==> config.mk <==
export PLATFORM = sky130hd
export DESIGN_NAME = wheel_controller
export DESIGN_NICKNAME = d
export VERILOG_FILES = /design/src/design/wheel_pkg.sv /design/src/design/wb_wheel_regs.sv /design/src/design/quad_decode.sv /design/src/design/speed_pi_exec.sv /design/src/design/pwm_result.sv /design/src/design/wheel_controller.sv
export SDC_FILE = /design/constraint.sdc
export NUM_CORES = 2
export LEC_CHECK = 0
export ABC_AREA = 1
export BUFFER_PORTS_ARGS = -buffer_cell sky130_fd_sc_hd__buf_2
export CORE_ASPECT_RATIO = 0.8
export CORE_MARGIN = 5
export CORE_UTILIZATION = 61
export CTS_BUF_LIST = sky130_fd_sc_hd__clkbuf_8
export DETAILED_ROUTE_END_ITERATION = 10
export PLACE_DENSITY = 0.82
export SLEW_MARGIN = 20
export SYNTH_ARGS = -nofsm -noshare
export SYNTH_HDL_FRONTEND = slang
export SYNTH_SLANG_ARGS = --single-unit
==> constraint.sdc <==
create_clock -name i_clock_50 -period 24.4 [get_ports i_clock_50]
set_input_delay 1.22 -clock i_clock_50 [delete_from_list [all_inputs] [get_ports i_clock_50]]
set_output_delay 1.22 -clock i_clock_50 [all_outputs]
set_load 0.01 [all_outputs]
==> src/design/wheel_pkg.sv <==
// Wheel speed controller shared definitions
// Widths, Q8.8 conversion constants, timing constants and enums

package wheel_pkg;

	// ==================================================
	// Widths
	// ==================================================
	localparam int N_WIDTH    = 17;             // Sign bit + Q8.8 magnitude
	localparam int Q_WIDTH    = 8;              // Fraction bits
	localparam int MAG_WIDTH  = N_WIDTH - 1;    // Q8.8 magnitude only
	localparam int CNT_WIDTH  = 8;              // Pulses per window
	localparam int DUTY_WIDTH = 8;              // PWM duty
	localparam int GAIN_WIDTH = 8;              // PI gains, Q4.4
	localparam int GAIN_FRAC  = 4;              // Fraction bits of the gains
	localparam int ACC_WIDTH  = 32;             // PI arithmetic, signed

	// ==================================================
	// Fixed-point constants, Q8.8
	// ==================================================
	localparam logic [MAG_WIDTH-1:0] RPM_PER_PULSE = 16'h04C5; // 4.7695
	localparam logic [MAG_WIDTH-1:0] RPM_PER_RAD   = 16'h098C; // 9.5469
	localparam logic [MAG_WIDTH-1:0] RAD_PER_RPM   = 16'h001B; // 0.1055

	localparam int INT_LIMIT = 2 ** 20;         // Integrator clamp, +/-

	// ==================================================
	// Timing
	// ==================================================
	localparam int SAMPLE_CYCLES = 4096;        // Short window for simulation
	localparam int WIN_WIDTH     = $clog2(SAMPLE_CYCLES);
	localparam int PWM_PRESCALE  = 4;           // Clocks per PWM step
	localparam int PRE_WIDTH     = $clog2(PWM_PRESCALE);

	// Wishbone word addresses
	typedef enum logic [2:0] {
		REG_TARGET = 3'd0,  // RW, sign-magnitude Q8.8 rad/s
		REG_KP     = 3'd1,  // RW, Q4.4
		REG_KI     = 3'd2,  // RW, Q4.4
		REG_RPM    = 3'd3,  // RO, measured rpm
		REG_W      = 3'd4,  // RO, measured rad/s
		REG_STATUS = 3'd5   // RO, duty / dir / sample count
	} wb_reg_e;

	// H-bridge drive code
	typedef enum logic [1:0] {
		DIR_BRAKE = 2'b00,
		DIR_FWD   = 2'b01,
		DIR_REV   = 2'b10
	} drive_dir_e;

endpackage

==> src/design/wb_wheel_regs.sv <==
// Wheel controller bus registers
// Wishbone classic slave for setpoint and PI gains, plus speed/status read-back

`timescale 1ns/10ps

module wb_wheel_regs (
	input  logic                                  i_clock_50,
	input  logic                                  i_rst_n,
	input  logic                                  i_wb_cyc,
	input  logic                                  i_wb_stb,
	input  logic                                  i_wb_we,
	input  logic [2:0]                            i_wb_adr,     // Word address
	input  logic [31:0]                           i_wb_dat,
	output logic [31:0]                           o_wb_dat,
	output logic                                  o_wb_ack,
	output logic [wheel_pkg::N_WIDTH-1:0]         o_target_w,
	output logic [wheel_pkg::GAIN_WIDTH-1:0]      o_kp,
	output logic [wheel_pkg::GAIN_WIDTH-1:0]      o_ki,
	input  logic [wheel_pkg::N_WIDTH-1:0]         i_rpm_meas,
	input  logic [wheel_pkg::N_WIDTH-1:0]         i_w_meas,
	input  logic [wheel_pkg::DUTY_WIDTH-1:0]      i_duty,
	input  logic                                  i_meas_dir,
	input  logic                                  i_exec_valid
);

	logic                                 bus_req;     // New access, ack not yet given
	logic [wheel_pkg::N_WIDTH-1:0]        rpm_q;
	logic [wheel_pkg::N_WIDTH-1:0]        w_q;
	logic [wheel_pkg::DUTY_WIDTH-1:0]     duty_q;
	logic                                 dir_q;
	logic [7:0]                           samples_q;   // Completed samples, wraps at 256
	logic [31:0]                          rd_data;

	assign bus_req = i_wb_cyc && i_wb_stb && !o_wb_ack;

	// ==================================================
	// Bus handshake and writable registers
	// ==================================================
	always_ff @(posedge i_clock_50) begin
		if (!i_rst_n) begin
			o_wb_ack   <= 1'b0;
			o_wb_dat   <= '0;
			o_target_w <= '0;
			o_kp       <= '0;
			o_ki       <= '0;
		end else begin
			o_wb_ack <= bus_req;                       // Single-cycle ack
			if (bus_req) begin
				o_wb_dat <= rd_data;                   // Valid while ack is high
			end
			// Write lands on the acknowledging edge
			if (bus_req && i_wb_we) begin
				case (wheel_pkg::wb_reg_e'(i_wb_adr))
					wheel_pkg::REG_TARGET: o_target_w <= i_wb_dat[wheel_pkg::N_WIDTH-1:0];
					wheel_pkg::REG_KP:     o_kp       <= i_wb_dat[wheel_pkg::GAIN_WIDTH-1:0];
					wheel_pkg::REG_KI:     o_ki       <= i_wb_dat[wheel_pkg::GAIN_WIDTH-1:0];
					default: ;                         // Read-only, acked and dropped
				endcase
			end
		end
	end

	// Status capture once per executed sample
	always_ff @(posedge i_clock_50) begin
		if (!i_rst_n) begin
			rpm_q     <= '0;
			w_q       <= '0;
			duty_q    <= '0;
			dir_q     <= 1'b0;
			samples_q <= '0;
		end else if (i_exec_valid) begin
			rpm_q     <= i_rpm_meas;
			w_q       <= i_w_meas;
			duty_q    <= i_duty;
			dir_q     <= i_meas_dir;
			samples_q <= samples_q + 8'd1;
		end
	end

	// ==================================================
	// Read mux
	// ==================================================
	always_comb begin
		case (wheel_pkg::wb_reg_e'(i_wb_adr))
			wheel_pkg::REG_TARGET: rd_data = 32'(o_target_w);
			wheel_pkg::REG_KP:     rd_data = 32'(o_kp);
			wheel_pkg::REG_KI:     rd_data = 32'(o_ki);
			wheel_pkg::REG_RPM:    rd_data = 32'(rpm_q);
			wheel_pkg::REG_W:      rd_data = 32'(w_q);
			wheel_pkg::REG_STATUS: rd_data = {8'd0, samples_q, 7'd0, dir_q, duty_q};
			default:               rd_data = '0;  // Unmapped words read zero
		endcase
	end

	// Master must drop stb or see a gap, never a back-to-back ack
	a_ack_single : assert property (@(posedge i_clock_50) disable iff (!i_rst_n)
		o_wb_ack |=> !o_wb_ack)
		else $error("[ERROR] %0t wb ack held two clocks", $time);

endmodule

==> src/design/quad_decode.sv <==
// Quadrature decode stage
// Synchronizes A/B, counts every edge over a fixed window, reports direction

`timescale 1ns/10ps

module quad_decode (
	input  logic                               i_clock_50,
	input  logic                               i_rst_n,
	input  logic                               i_enc_a,
	input  logic                               i_enc_b,
	output logic                               o_sample_stb,   // One clock at window end
	output logic [wheel_pkg::CNT_WIDTH-1:0]    o_pulse_count,  // Saturated at 255
	output logic                               o_meas_dir      // 0 cw, 1 ccw
);

	logic                                a_meta, a_sync, a_last;
	logic                                b_meta, b_sync, b_last;
	logic                                a_edge, b_edge, any_edge;
	logic                                dir_live;
	logic [wheel_pkg::CNT_WIDTH-1:0]     acc;
	logic [wheel_pkg::CNT_WIDTH-1:0]     acc_inc;
	logic [wheel_pkg::WIN_WIDTH-1:0]     win_cnt;
	logic                                win_end;

	// ==================================================
	// Synchronizer and edge detect
	// ==================================================
	always_ff @(posedge i_clock_50) begin
		if (!i_rst_n) begin
			a_meta <= 1'b0;
			a_sync <= 1'b0;
			a_last <= 1'b0;
			b_meta <= 1'b0;
			b_sync <= 1'b0;
			b_last <= 1'b0;
		end else begin
			a_meta <= i_enc_a;   // Two-flop sync
			a_sync <= a_meta;
			a_last <= a_sync;    // Previous sample for edges
			b_meta <= i_enc_b;
			b_sync <= b_meta;
			b_last <= b_sync;
		end
	end

	assign a_edge   = a_sync ^ a_last;
	assign b_edge   = b_sync ^ b_last;
	assign any_edge = a_edge || b_edge;   // x4 decoding

	// A leading B gives old A == new B on every step, call that clockwise
	always_ff @(posedge i_clock_50) begin
		if (!i_rst_n) begin
			dir_live <= 1'b0;
		end else if (any_edge) begin
			dir_live <= a_last ^ b_sync;
		end
	end

	// ==================================================
	// Sample window and edge accumulator
	// ==================================================
	assign win_end = (win_cnt == wheel_pkg::WIN_WIDTH'(wheel_pkg::SAMPLE_CYCLES - 1));
	assign acc_inc = (any_edge && acc != '1) ? acc + 1'b1 : acc;  // Sticks at full scale

	always_ff @(posedge i_clock_50) begin
		if (!i_rst_n) begin
			win_cnt       <= '0;
			acc           <= '0;
			o_sample_stb  <= 1'b0;
			o_pulse_count <= '0;
			o_meas_dir    <= 1'b0;
		end else begin
			win_cnt      <= win_end ? '0 : win_cnt + 1'b1;
			o_sample_stb <= win_end;
			if (win_end) begin
				o_pulse_count <= acc_inc;  // Last-cycle edge still counts here
				o_meas_dir    <= dir_live;
				acc           <= '0;
			end else begin
				acc <= acc_inc;
			end
		end
	end

	// Gray sequence only, a double change means lost steps or noise
	a_gray_step : assert property (@(posedge i_clock_50) disable iff (!i_rst_n)
		!(a_edge && b_edge))
		else $error("[ERROR] %0t encoder A and B changed together", $time);

endmodule

==> src/design/speed_pi_exec.sv <==
// Speed execute stage
// Two-stage Q8.8 pipeline: rpm conversions and error, then saturating PI
// update and rad/s read-back

`timescale 1ns/10ps

module speed_pi_exec (
	input  logic                                  i_clock_50,
	input  logic                                  i_rst_n,
	input  logic                                  i_sample_stb,
	input  logic [wheel_pkg::CNT_WIDTH-1:0]       i_pulse_count,
	input  logic [wheel_pkg::N_WIDTH-1:0]         i_target_w,    // Sign-magnitude rad/s
	input  logic [wheel_pkg::GAIN_WIDTH-1:0]      i_kp,          // Q4.4
	input  logic [wheel_pkg::GAIN_WIDTH-1:0]      i_ki,          // Q4.4
	output logic                                  o_exec_valid,
	output logic [wheel_pkg::N_WIDTH-1:0]         o_rpm_meas,
	output logic [wheel_pkg::N_WIDTH-1:0]         o_w_meas,
	output logic [wheel_pkg::DUTY_WIDTH-1:0]      o_duty
);

	localparam int MW = wheel_pkg::MAG_WIDTH;
	localparam int QW = wheel_pkg::Q_WIDTH;
	localparam int AW = wheel_pkg::ACC_WIDTH;

	// Stage 1 signals
	logic [2*MW-1:0]          rpm_prod, sp_prod;
	logic [MW-1:0]            rpm_d, sp_d;
	logic signed [MW+1:0]     err_d;
	logic                     valid_s1;
	logic [MW-1:0]            rpm_s1;
	logic signed [MW+1:0]     err_s1;         // Setpoint minus measured, Q8.8
	logic                     sign_s1;

	// Stage 2 signals
	logic signed [AW-1:0]     kp_prod, ki_prod;
	logic signed [AW-1:0]     kp_term, ki_term;
	logic signed [AW-1:0]     integ, integ_sum, integ_sat;
	logic signed [AW-1:0]     pi_sum, duty_int;
	logic [wheel_pkg::DUTY_WIDTH-1:0] duty_sat;
	logic [2*MW-1:0]          w_prod;

	// ==================================================
	// Stage 1, unit conversion and error
	// ==================================================
	// Integer count lifted to Q8.8, then product back to Q8.8 by dropping 8 bits
	assign rpm_prod = {i_pulse_count, {QW{1'b0}}} * wheel_pkg::RPM_PER_PULSE;
	assign rpm_d    = rpm_prod[MW+QW-1:QW];  // Integer overflow wraps
	assign sp_prod  = i_target_w[MW-1:0] * wheel_pkg::RPM_PER_RAD;
	assign sp_d     = sp_prod[MW+QW-1:QW];   // Setpoint magnitude only
	assign err_d    = $signed({2'b00, sp_d}) - $signed({2'b00, rpm_d});

	always_ff @(posedge i_clock_50) begin
		if (!i_rst_n) begin
			valid_s1 <= 1'b0;
		end else begin
			valid_s1 <= i_sample_stb;
		end
	end

	always_ff @(posedge i_clock_50) begin
		if (i_sample_stb) begin
			rpm_s1  <= rpm_d;
			err_s1  <= err_d;
			sign_s1 <= i_target_w[wheel_pkg::N_WIDTH-1];  // Drives w_meas sign
		end
	end

	// ==================================================
	// Stage 2, PI update
	// ==================================================
	// Q4.4 gain times Q8.8 error, scaled back to Q8.8
	assign kp_prod = $signed({1'b0, i_kp}) * err_s1;
	assign ki_prod = $signed({1'b0, i_ki}) * err_s1;
	assign kp_term = kp_prod >>> wheel_pkg::GAIN_FRAC;
	assign ki_term = ki_prod >>> wheel_pkg::GAIN_FRAC;
	assign integ_sum = integ + ki_term;

	always_comb begin
		// Windup limited by clamp only
		if (integ_sum > wheel_pkg::INT_LIMIT) begin
			integ_sat = AW'(wheel_pkg::INT_LIMIT);
		end else if (integ_sum < -wheel_pkg::INT_LIMIT) begin
			integ_sat = AW'(-wheel_pkg::INT_LIMIT);
		end else begin
			integ_sat = integ_sum;
		end
	end

	assign pi_sum   = kp_term + integ_sat;   // Uses the freshly updated integrator
	assign duty_int = pi_sum >>> QW;         // Integer part

	always_comb begin
		if (duty_int < 0) begin
			duty_sat = '0;
		end else if (|duty_int[AW-1:wheel_pkg::DUTY_WIDTH]) begin
			duty_sat = '1;                   // Full on
		end else begin
			duty_sat = duty_int[wheel_pkg::DUTY_WIDTH-1:0];
		end
	end

	assign w_prod = rpm_s1 * wheel_pkg::RAD_PER_RPM;  // Back to rad/s

	always_ff @(posedge i_clock_50) begin
		if (!i_rst_n) begin
			o_exec_valid <= 1'b0;
			integ        <= '0;
			o_duty       <= '0;
		end else begin
			o_exec_valid <= valid_s1;
			if (valid_s1) begin
				integ  <= integ_sat;
				o_duty <= duty_sat;
			end
		end
	end

	always_ff @(posedge i_clock_50) begin
		if (valid_s1) begin
			o_rpm_meas <= {1'b0, rpm_s1};                 // Always positive
			o_w_meas   <= {sign_s1, w_prod[MW+QW-1:QW]};  // Sign from setpoint
		end
	end

	// Fixed two-clock latency from window end to result
	a_exec_latency : assert property (@(posedge i_clock_50) disable iff (!i_rst_n)
		o_exec_valid == $past(i_sample_stb, 2))
		else $error("[ERROR] %0t exec_valid not sample_stb + 2", $time);

endmodule

==> src/design/pwm_result.sv <==
// PWM result stage
// Prescaled 8-bit PWM with duty update at period wrap, H-bridge direction decode

`timescale 1ns/10ps

module pwm_result (
	input  logic                                i_clock_50,
	input  logic                                i_rst_n,
	input  logic [wheel_pkg::DUTY_WIDTH-1:0]    i_duty,
	input  logic                                i_exec_valid,
	input  logic [wheel_pkg::N_WIDTH-1:0]       i_target_w,
	output logic                                o_pwm,
	output wheel_pkg::drive_dir_e               o_dir
);

	logic [wheel_pkg::PRE_WIDTH-1:0]     pre_cnt;
	logic [wheel_pkg::DUTY_WIDTH-1:0]    pwm_cnt;
	logic [wheel_pkg::DUTY_WIDTH-1:0]    duty_pending;  // Waits for next period
	logic [wheel_pkg::DUTY_WIDTH-1:0]    duty_active;
	logic                                step, wrap;

	assign step = (pre_cnt == wheel_pkg::PRE_WIDTH'(wheel_pkg::PWM_PRESCALE - 1));
	assign wrap = step && (pwm_cnt == '1);   // End of a 256-step period

	// ==================================================
	// Period counter and duty handover
	// ==================================================
	always_ff @(posedge i_clock_50) begin
		if (!i_rst_n) begin
			pre_cnt      <= '0;
			pwm_cnt      <= '0;
			duty_pending <= '0;
			duty_active  <= '0;
			o_pwm        <= 1'b0;
		end else begin
			pre_cnt <= step ? '0 : pre_cnt + 1'b1;
			if (step) begin
				pwm_cnt <= pwm_cnt + 1'b1;  // Rolls over at wrap
			end
			if (i_exec_valid) begin
				duty_pending <= i_duty;
			end
			if (wrap) begin
				duty_active <= duty_pending;
			end
			// Registered compare, high for duty * PWM_PRESCALE clocks
			o_pwm <= (pwm_cnt < duty_active);
		end
	end

	// Direction straight from setpoint sign, zero magnitude brakes
	always_comb begin
		if (i_target_w[wheel_pkg::MAG_WIDTH-1:0] == '0) begin
			o_dir = wheel_pkg::DIR_BRAKE;
		end else if (i_target_w[wheel_pkg::N_WIDTH-1]) begin
			o_dir = wheel_pkg::DIR_REV;
		end else begin
			o_dir = wheel_pkg::DIR_FWD;
		end
	end

endmodule

==> src/design/wheel_controller.sv <==
// Wheel speed controller top level
// Wishbone registers feeding decode, PI execute and PWM result stages

`timescale 1ns/10ps

module wheel_controller (
	input  logic                    i_clock_50,
	input  logic                    i_rst_n,
	// Wishbone classic slave
	input  logic                    i_wb_cyc,
	input  logic                    i_wb_stb,
	input  logic                    i_wb_we,
	input  logic [2:0]              i_wb_adr,
	input  logic [31:0]             i_wb_dat,
	output logic [31:0]             o_wb_dat,
	output logic                    o_wb_ack,
	// Encoder and H-bridge
	input  logic                    i_enc_a,
	input  logic                    i_enc_b,
	output logic                    o_pwm,
	output wheel_pkg::drive_dir_e   o_dir
);

	// ==================================================
	// Inter-stage wires
	// ==================================================
	logic [wheel_pkg::N_WIDTH-1:0]       target_w;
	logic [wheel_pkg::GAIN_WIDTH-1:0]    kp;
	logic [wheel_pkg::GAIN_WIDTH-1:0]    ki;
	logic                                sample_stb;
	logic [wheel_pkg::CNT_WIDTH-1:0]     pulse_count;
	logic                                meas_dir;
	logic                                exec_valid;
	logic [wheel_pkg::N_WIDTH-1:0]       rpm_meas;
	logic [wheel_pkg::N_WIDTH-1:0]       w_meas;
	logic [wheel_pkg::DUTY_WIDTH-1:0]    duty;

	wb_wheel_regs u_regs (
		.i_clock_50   (i_clock_50),
		.i_rst_n      (i_rst_n),
		.i_wb_cyc     (i_wb_cyc),
		.i_wb_stb     (i_wb_stb),
		.i_wb_we      (i_wb_we),
		.i_wb_adr     (i_wb_adr),
		.i_wb_dat     (i_wb_dat),
		.o_wb_dat     (o_wb_dat),
		.o_wb_ack     (o_wb_ack),
		.o_target_w   (target_w),
		.o_kp         (kp),
		.o_ki         (ki),
		.i_rpm_meas   (rpm_meas),
		.i_w_meas     (w_meas),
		.i_duty       (duty),
		.i_meas_dir   (meas_dir),
		.i_exec_valid (exec_valid)
	);

	// Decode stage
	quad_decode u_decode (
		.i_clock_50    (i_clock_50),
		.i_rst_n       (i_rst_n),
		.i_enc_a       (i_enc_a),
		.i_enc_b       (i_enc_b),
		.o_sample_stb  (sample_stb),
		.o_pulse_count (pulse_count),
		.o_meas_dir    (meas_dir)
	);

	// Execute stage
	speed_pi_exec u_exec (
		.i_clock_50    (i_clock_50),
		.i_rst_n       (i_rst_n),
		.i_sample_stb  (sample_stb),
		.i_pulse_count (pulse_count),
		.i_target_w    (target_w),
		.i_kp          (kp),
		.i_ki          (ki),
		.o_exec_valid  (exec_valid),
		.o_rpm_meas    (rpm_meas),
		.o_w_meas      (w_meas),
		.o_duty        (duty)
	);

	// Result stage
	pwm_result u_result (
		.i_clock_50   (i_clock_50),
		.i_rst_n      (i_rst_n),
		.i_duty       (duty),
		.i_exec_valid (exec_valid),
		.i_target_w   (target_w),
		.o_pwm        (o_pwm),
		.o_dir        (o_dir)
	);

endmodule

==> impl_metrics.yaml <==
synth:
  netlist.area_leader.share: 0.189
  ys_async_sr_fraction: 0
  synth-edff-count: 64
  synthMuxAreaShare: 0.000336
  synth-simple-area-share: 0.182
  synth_cell_type_count: 58
  yosysMostFrequentCell: "inv_1"
  synth_adder_area_share: 0.338
  synth-seq-area-share: 0.201
  synth_area_mm2: 0.0297
  ys_seq_elements: 267
  ys.flop_type: "dfxtp_1"
  synth_area_leaders: "fa_1 19%, ha_1 15%, dfxtp_1 14%, inv_1 12%, nand2_1 9.5%"
  synth_area_leader_cell: "fa_1"
  synth_xor_area_frac: 0.0415
  ys_warn_count: 0
  synth_compound_area_frac: 0.100
  syn_inst: 3960
  synth_area_per_cell_um2: 7.51
  synth_top_family_by_area: "adder cells"
  synth_common_cells: "924 x inv_1, 755 x nand2_1, 355 x ha_1"
cells_and_area:
  nNetsFinal: 4651
  diodes: 0
  drive_above_1_share: 0.0556
  final_cell_area_mm2: 0.0315
  area_delta_synth_final_pct: 5.96
  fill_cells: 4069
route:
  vias_per_cell: 5.51
  routedWlPerCell_um: 16.5
  drt_drc_violations_left: 0
  routed_wl_um: 76500
  drt-initial-drc-count: 2367
  ant_nets: 0
  num_vias: 25500
  first_pass_iters: 6
timing:
  slew_violations: 0
  hold_viol: 0
  fmax_ghz: 0.0851
  finalSetupTns_ns: 0
  setup_viol_count_final: 0
  worst_pin_slew_ns: 1.09
  min_period_ns: 11.75
  rsz0062_at_grt: "false"
  slew_headroom: 0.267
  finClkSkew_ns: 0.0512
  finalCritPeriodShare: 0.482
setup_path:
  critPathBufInv: 8
  max_stage_delay_ns: 0.91
  cp_slowest_cell: "edfxtp_1"
  cp-startpoint: "u_exec.err_s1[6]$_DFFE_PP_"
  critPathKind: "reg -> reg"
  r2r-start: "u_exec.err_s1[6]$_DFFE_PP_"
  required_ns: 24.88
  start_kind: "register"
  rr_worst_depth: 60
  r2r_setup_slack_ns: 12.65
  path_common_cell: "nand2_1"
  rr_endpoint: "u_exec.o_duty[0]$_SDFFE_PN0P_"
  arrival_ns: 12.24
  crit_family: "adder cells"
  endpoint_kind: "register"
  critPathMaxFanout: 16
clocking:
  cts_resized: 0
  clockBufferDepth: 3
  cts_inserted_buffers: 44
  clk_pin_slew_worst_paths_ns: 0.06
  cts.htree.levels: 2
  clk_latency_ns: 0.64
  cts_hold_buffers: 0
  cts.sinks: 267
  cts_root_buffer: "clkbuf_8"
  post-cts-setup-buffers: 0
  cts_tree: "done"
global_route:
  grt_pass1_vias: 25500
  grt_util_all_layers: 0.288
  grt_start_max_net_pins: 81
  antenna_found_initial: 0
  grt_pass1_wl_um: 126000
  grt.overflow.total: 0
floorplanning:
  fp.dieW_um: 257
  boundaryPins: 78
  row_count: 72
  start_util: 0.616
  dieArea_mm2: 0.0533
  die_h_um: 208
  core-area_mm2: 0.0483
power:
  leakagePower_nw: 17.9
  p_per_area_mw_per_mm2: 33.3
  ir_drop_mv: 0.0454
worst_hold_path:
  holdCritPathClass: "reg -> reg"
  min_path_cells: 2
  hold_end: "u_decode.b_sync$_SDFF_PN0_"
  hp-start: "u_decode.b_meta$_SDFF_PN0_"
run:
  drv_cap: 0
placement:
  place_congestion: 1.02
  dpl.hpwl_um: 60900
  port_buffers: 54
  placed_cell_area_mm2: 0.0306
status:
  outcome: "finished clean"
[report_power, final]
group	leakage [nW]	internal, mW	switching [mW]
registers	2.22	0.457	0.00391
clock network	0.527	0.233	0.201
logic	15.1	0.0514	0.102
total	17.9	0.741	0.307
[kinds of logic (layout without fill, tap and decap cells)]
group / after synthesis / after routing
AO/OA/AOI/OAI: 540 / 540
buffers and inverters: 1069 / 1110
adder cells (fa/ha/maj): 636 / 636
multiplexers: 1 / 1
XOR/XNOR: 140 / 140
other: 1 / 8
AND/OR/NAND/NOR: 1306 / 1306
flip-flops: 267 / 267
[area by class of cell]
cell class,count,area [um^2],share of cell area
Tap cell,629,787,0.0250
Multi-Input combinational cell,2631,19700,0.626
Timing Repair Buffer,85,505,0.0160
Sequential cell,267,5990,0.190
Inverter,944,3540,0.112
Clock inverter,31,265,0.00842
Clock buffer,50,688,0.0218
[metal layers]
layer  wire length, um  vias up  track usage
met1             32900    12100        0.399
met4              2860        0        0.102
li1                  -    12200            -
met5                 0        -            0
met3              8540      195       0.0773
met2             32200     1053        0.438
[worst min-delay path, delay by kind of cell (launching register included)]
family	cells	cell delay (ns)
AND/OR/NAND/NOR	1	0.05
buffers and inverters	1	0.04
flip-flops	1	0.30
[per-stage QoR]
step                 util  instances  hold WS [ns]  power [mW]  worst slack (ns)
finish              0.653       4637         0.417        1.05             12.65
global route        0.653       4637         0.433        1.09             11.84
CTS                 0.653       4637         0.423        1.05             12.91
detailed placement  0.633       4556         0.405       0.619             12.96
global placement    0.633       4556         0.402       0.615             13.21
floorplan               -       3967         0.390       0.579             14.66
[state kept, by name, indices dropped and copies added, names as in the netlist, 2 cells and up]
name and cells:
u_regs.o_wb_dat 24, u_decode.acc 8, u_decode.win_cnt 12, u_regs.samples_q 8
u_result.duty_active 8, u_exec.integ 32, u_regs.o_target_w 17, u_exec.o_w_meas 14
u_regs.o_kp 8, u_regs.w_q 14, u_result.pre_cnt 2, u_exec.err_s1 17
u_exec.rpm_s1 16, u_result.pwm_cnt 8, u_regs.o_ki 8, u_exec.o_rpm_meas 16
u_decode.o_pulse_count 8, u_result.duty_pending 8, u_exec.o_duty 8, u_regs.rpm_q 16
[worst max path at each step]
stage / end / cells after the start / slack [ns]
2_1_floorplan: u_exec.o_duty[7]$_SDFFE_PN0P_ / 62 / 14.66
3_3_place_gp: u_exec.o_duty[0]$_SDFFE_PN0P_ / 59 / 13.21
3_5_place_dp: u_exec.o_duty[1]$_SDFFE_PN0P_ / 60 / 12.96
4_1_cts: u_exec.o_duty[0]$_SDFFE_PN0P_ / 60 / 12.91
5_1_grt: u_exec.o_duty[7]$_SDFFE_PN0P_ / 60 / 11.84
6_report: u_exec.o_duty[0]$_SDFFE_PN0P_ / 60 / 12.65
[cells in the final DEF (no fill, tap or decap), drive strengths merged, types with 13 or more instances in the layout]
master and n:
buf 85, fa 281, a22oi 13, ha 355, o21bai 16, a31oi 28
dfxtp 203, nand4 34, clkbuf 50, nor3 35, a21oi 243, xor2 85
xnor2 55, o21ai 189, nor2 329, edfxtp 64, nand3 103, inv 957
nand2 779
Power figures use the tool's default switching activity.
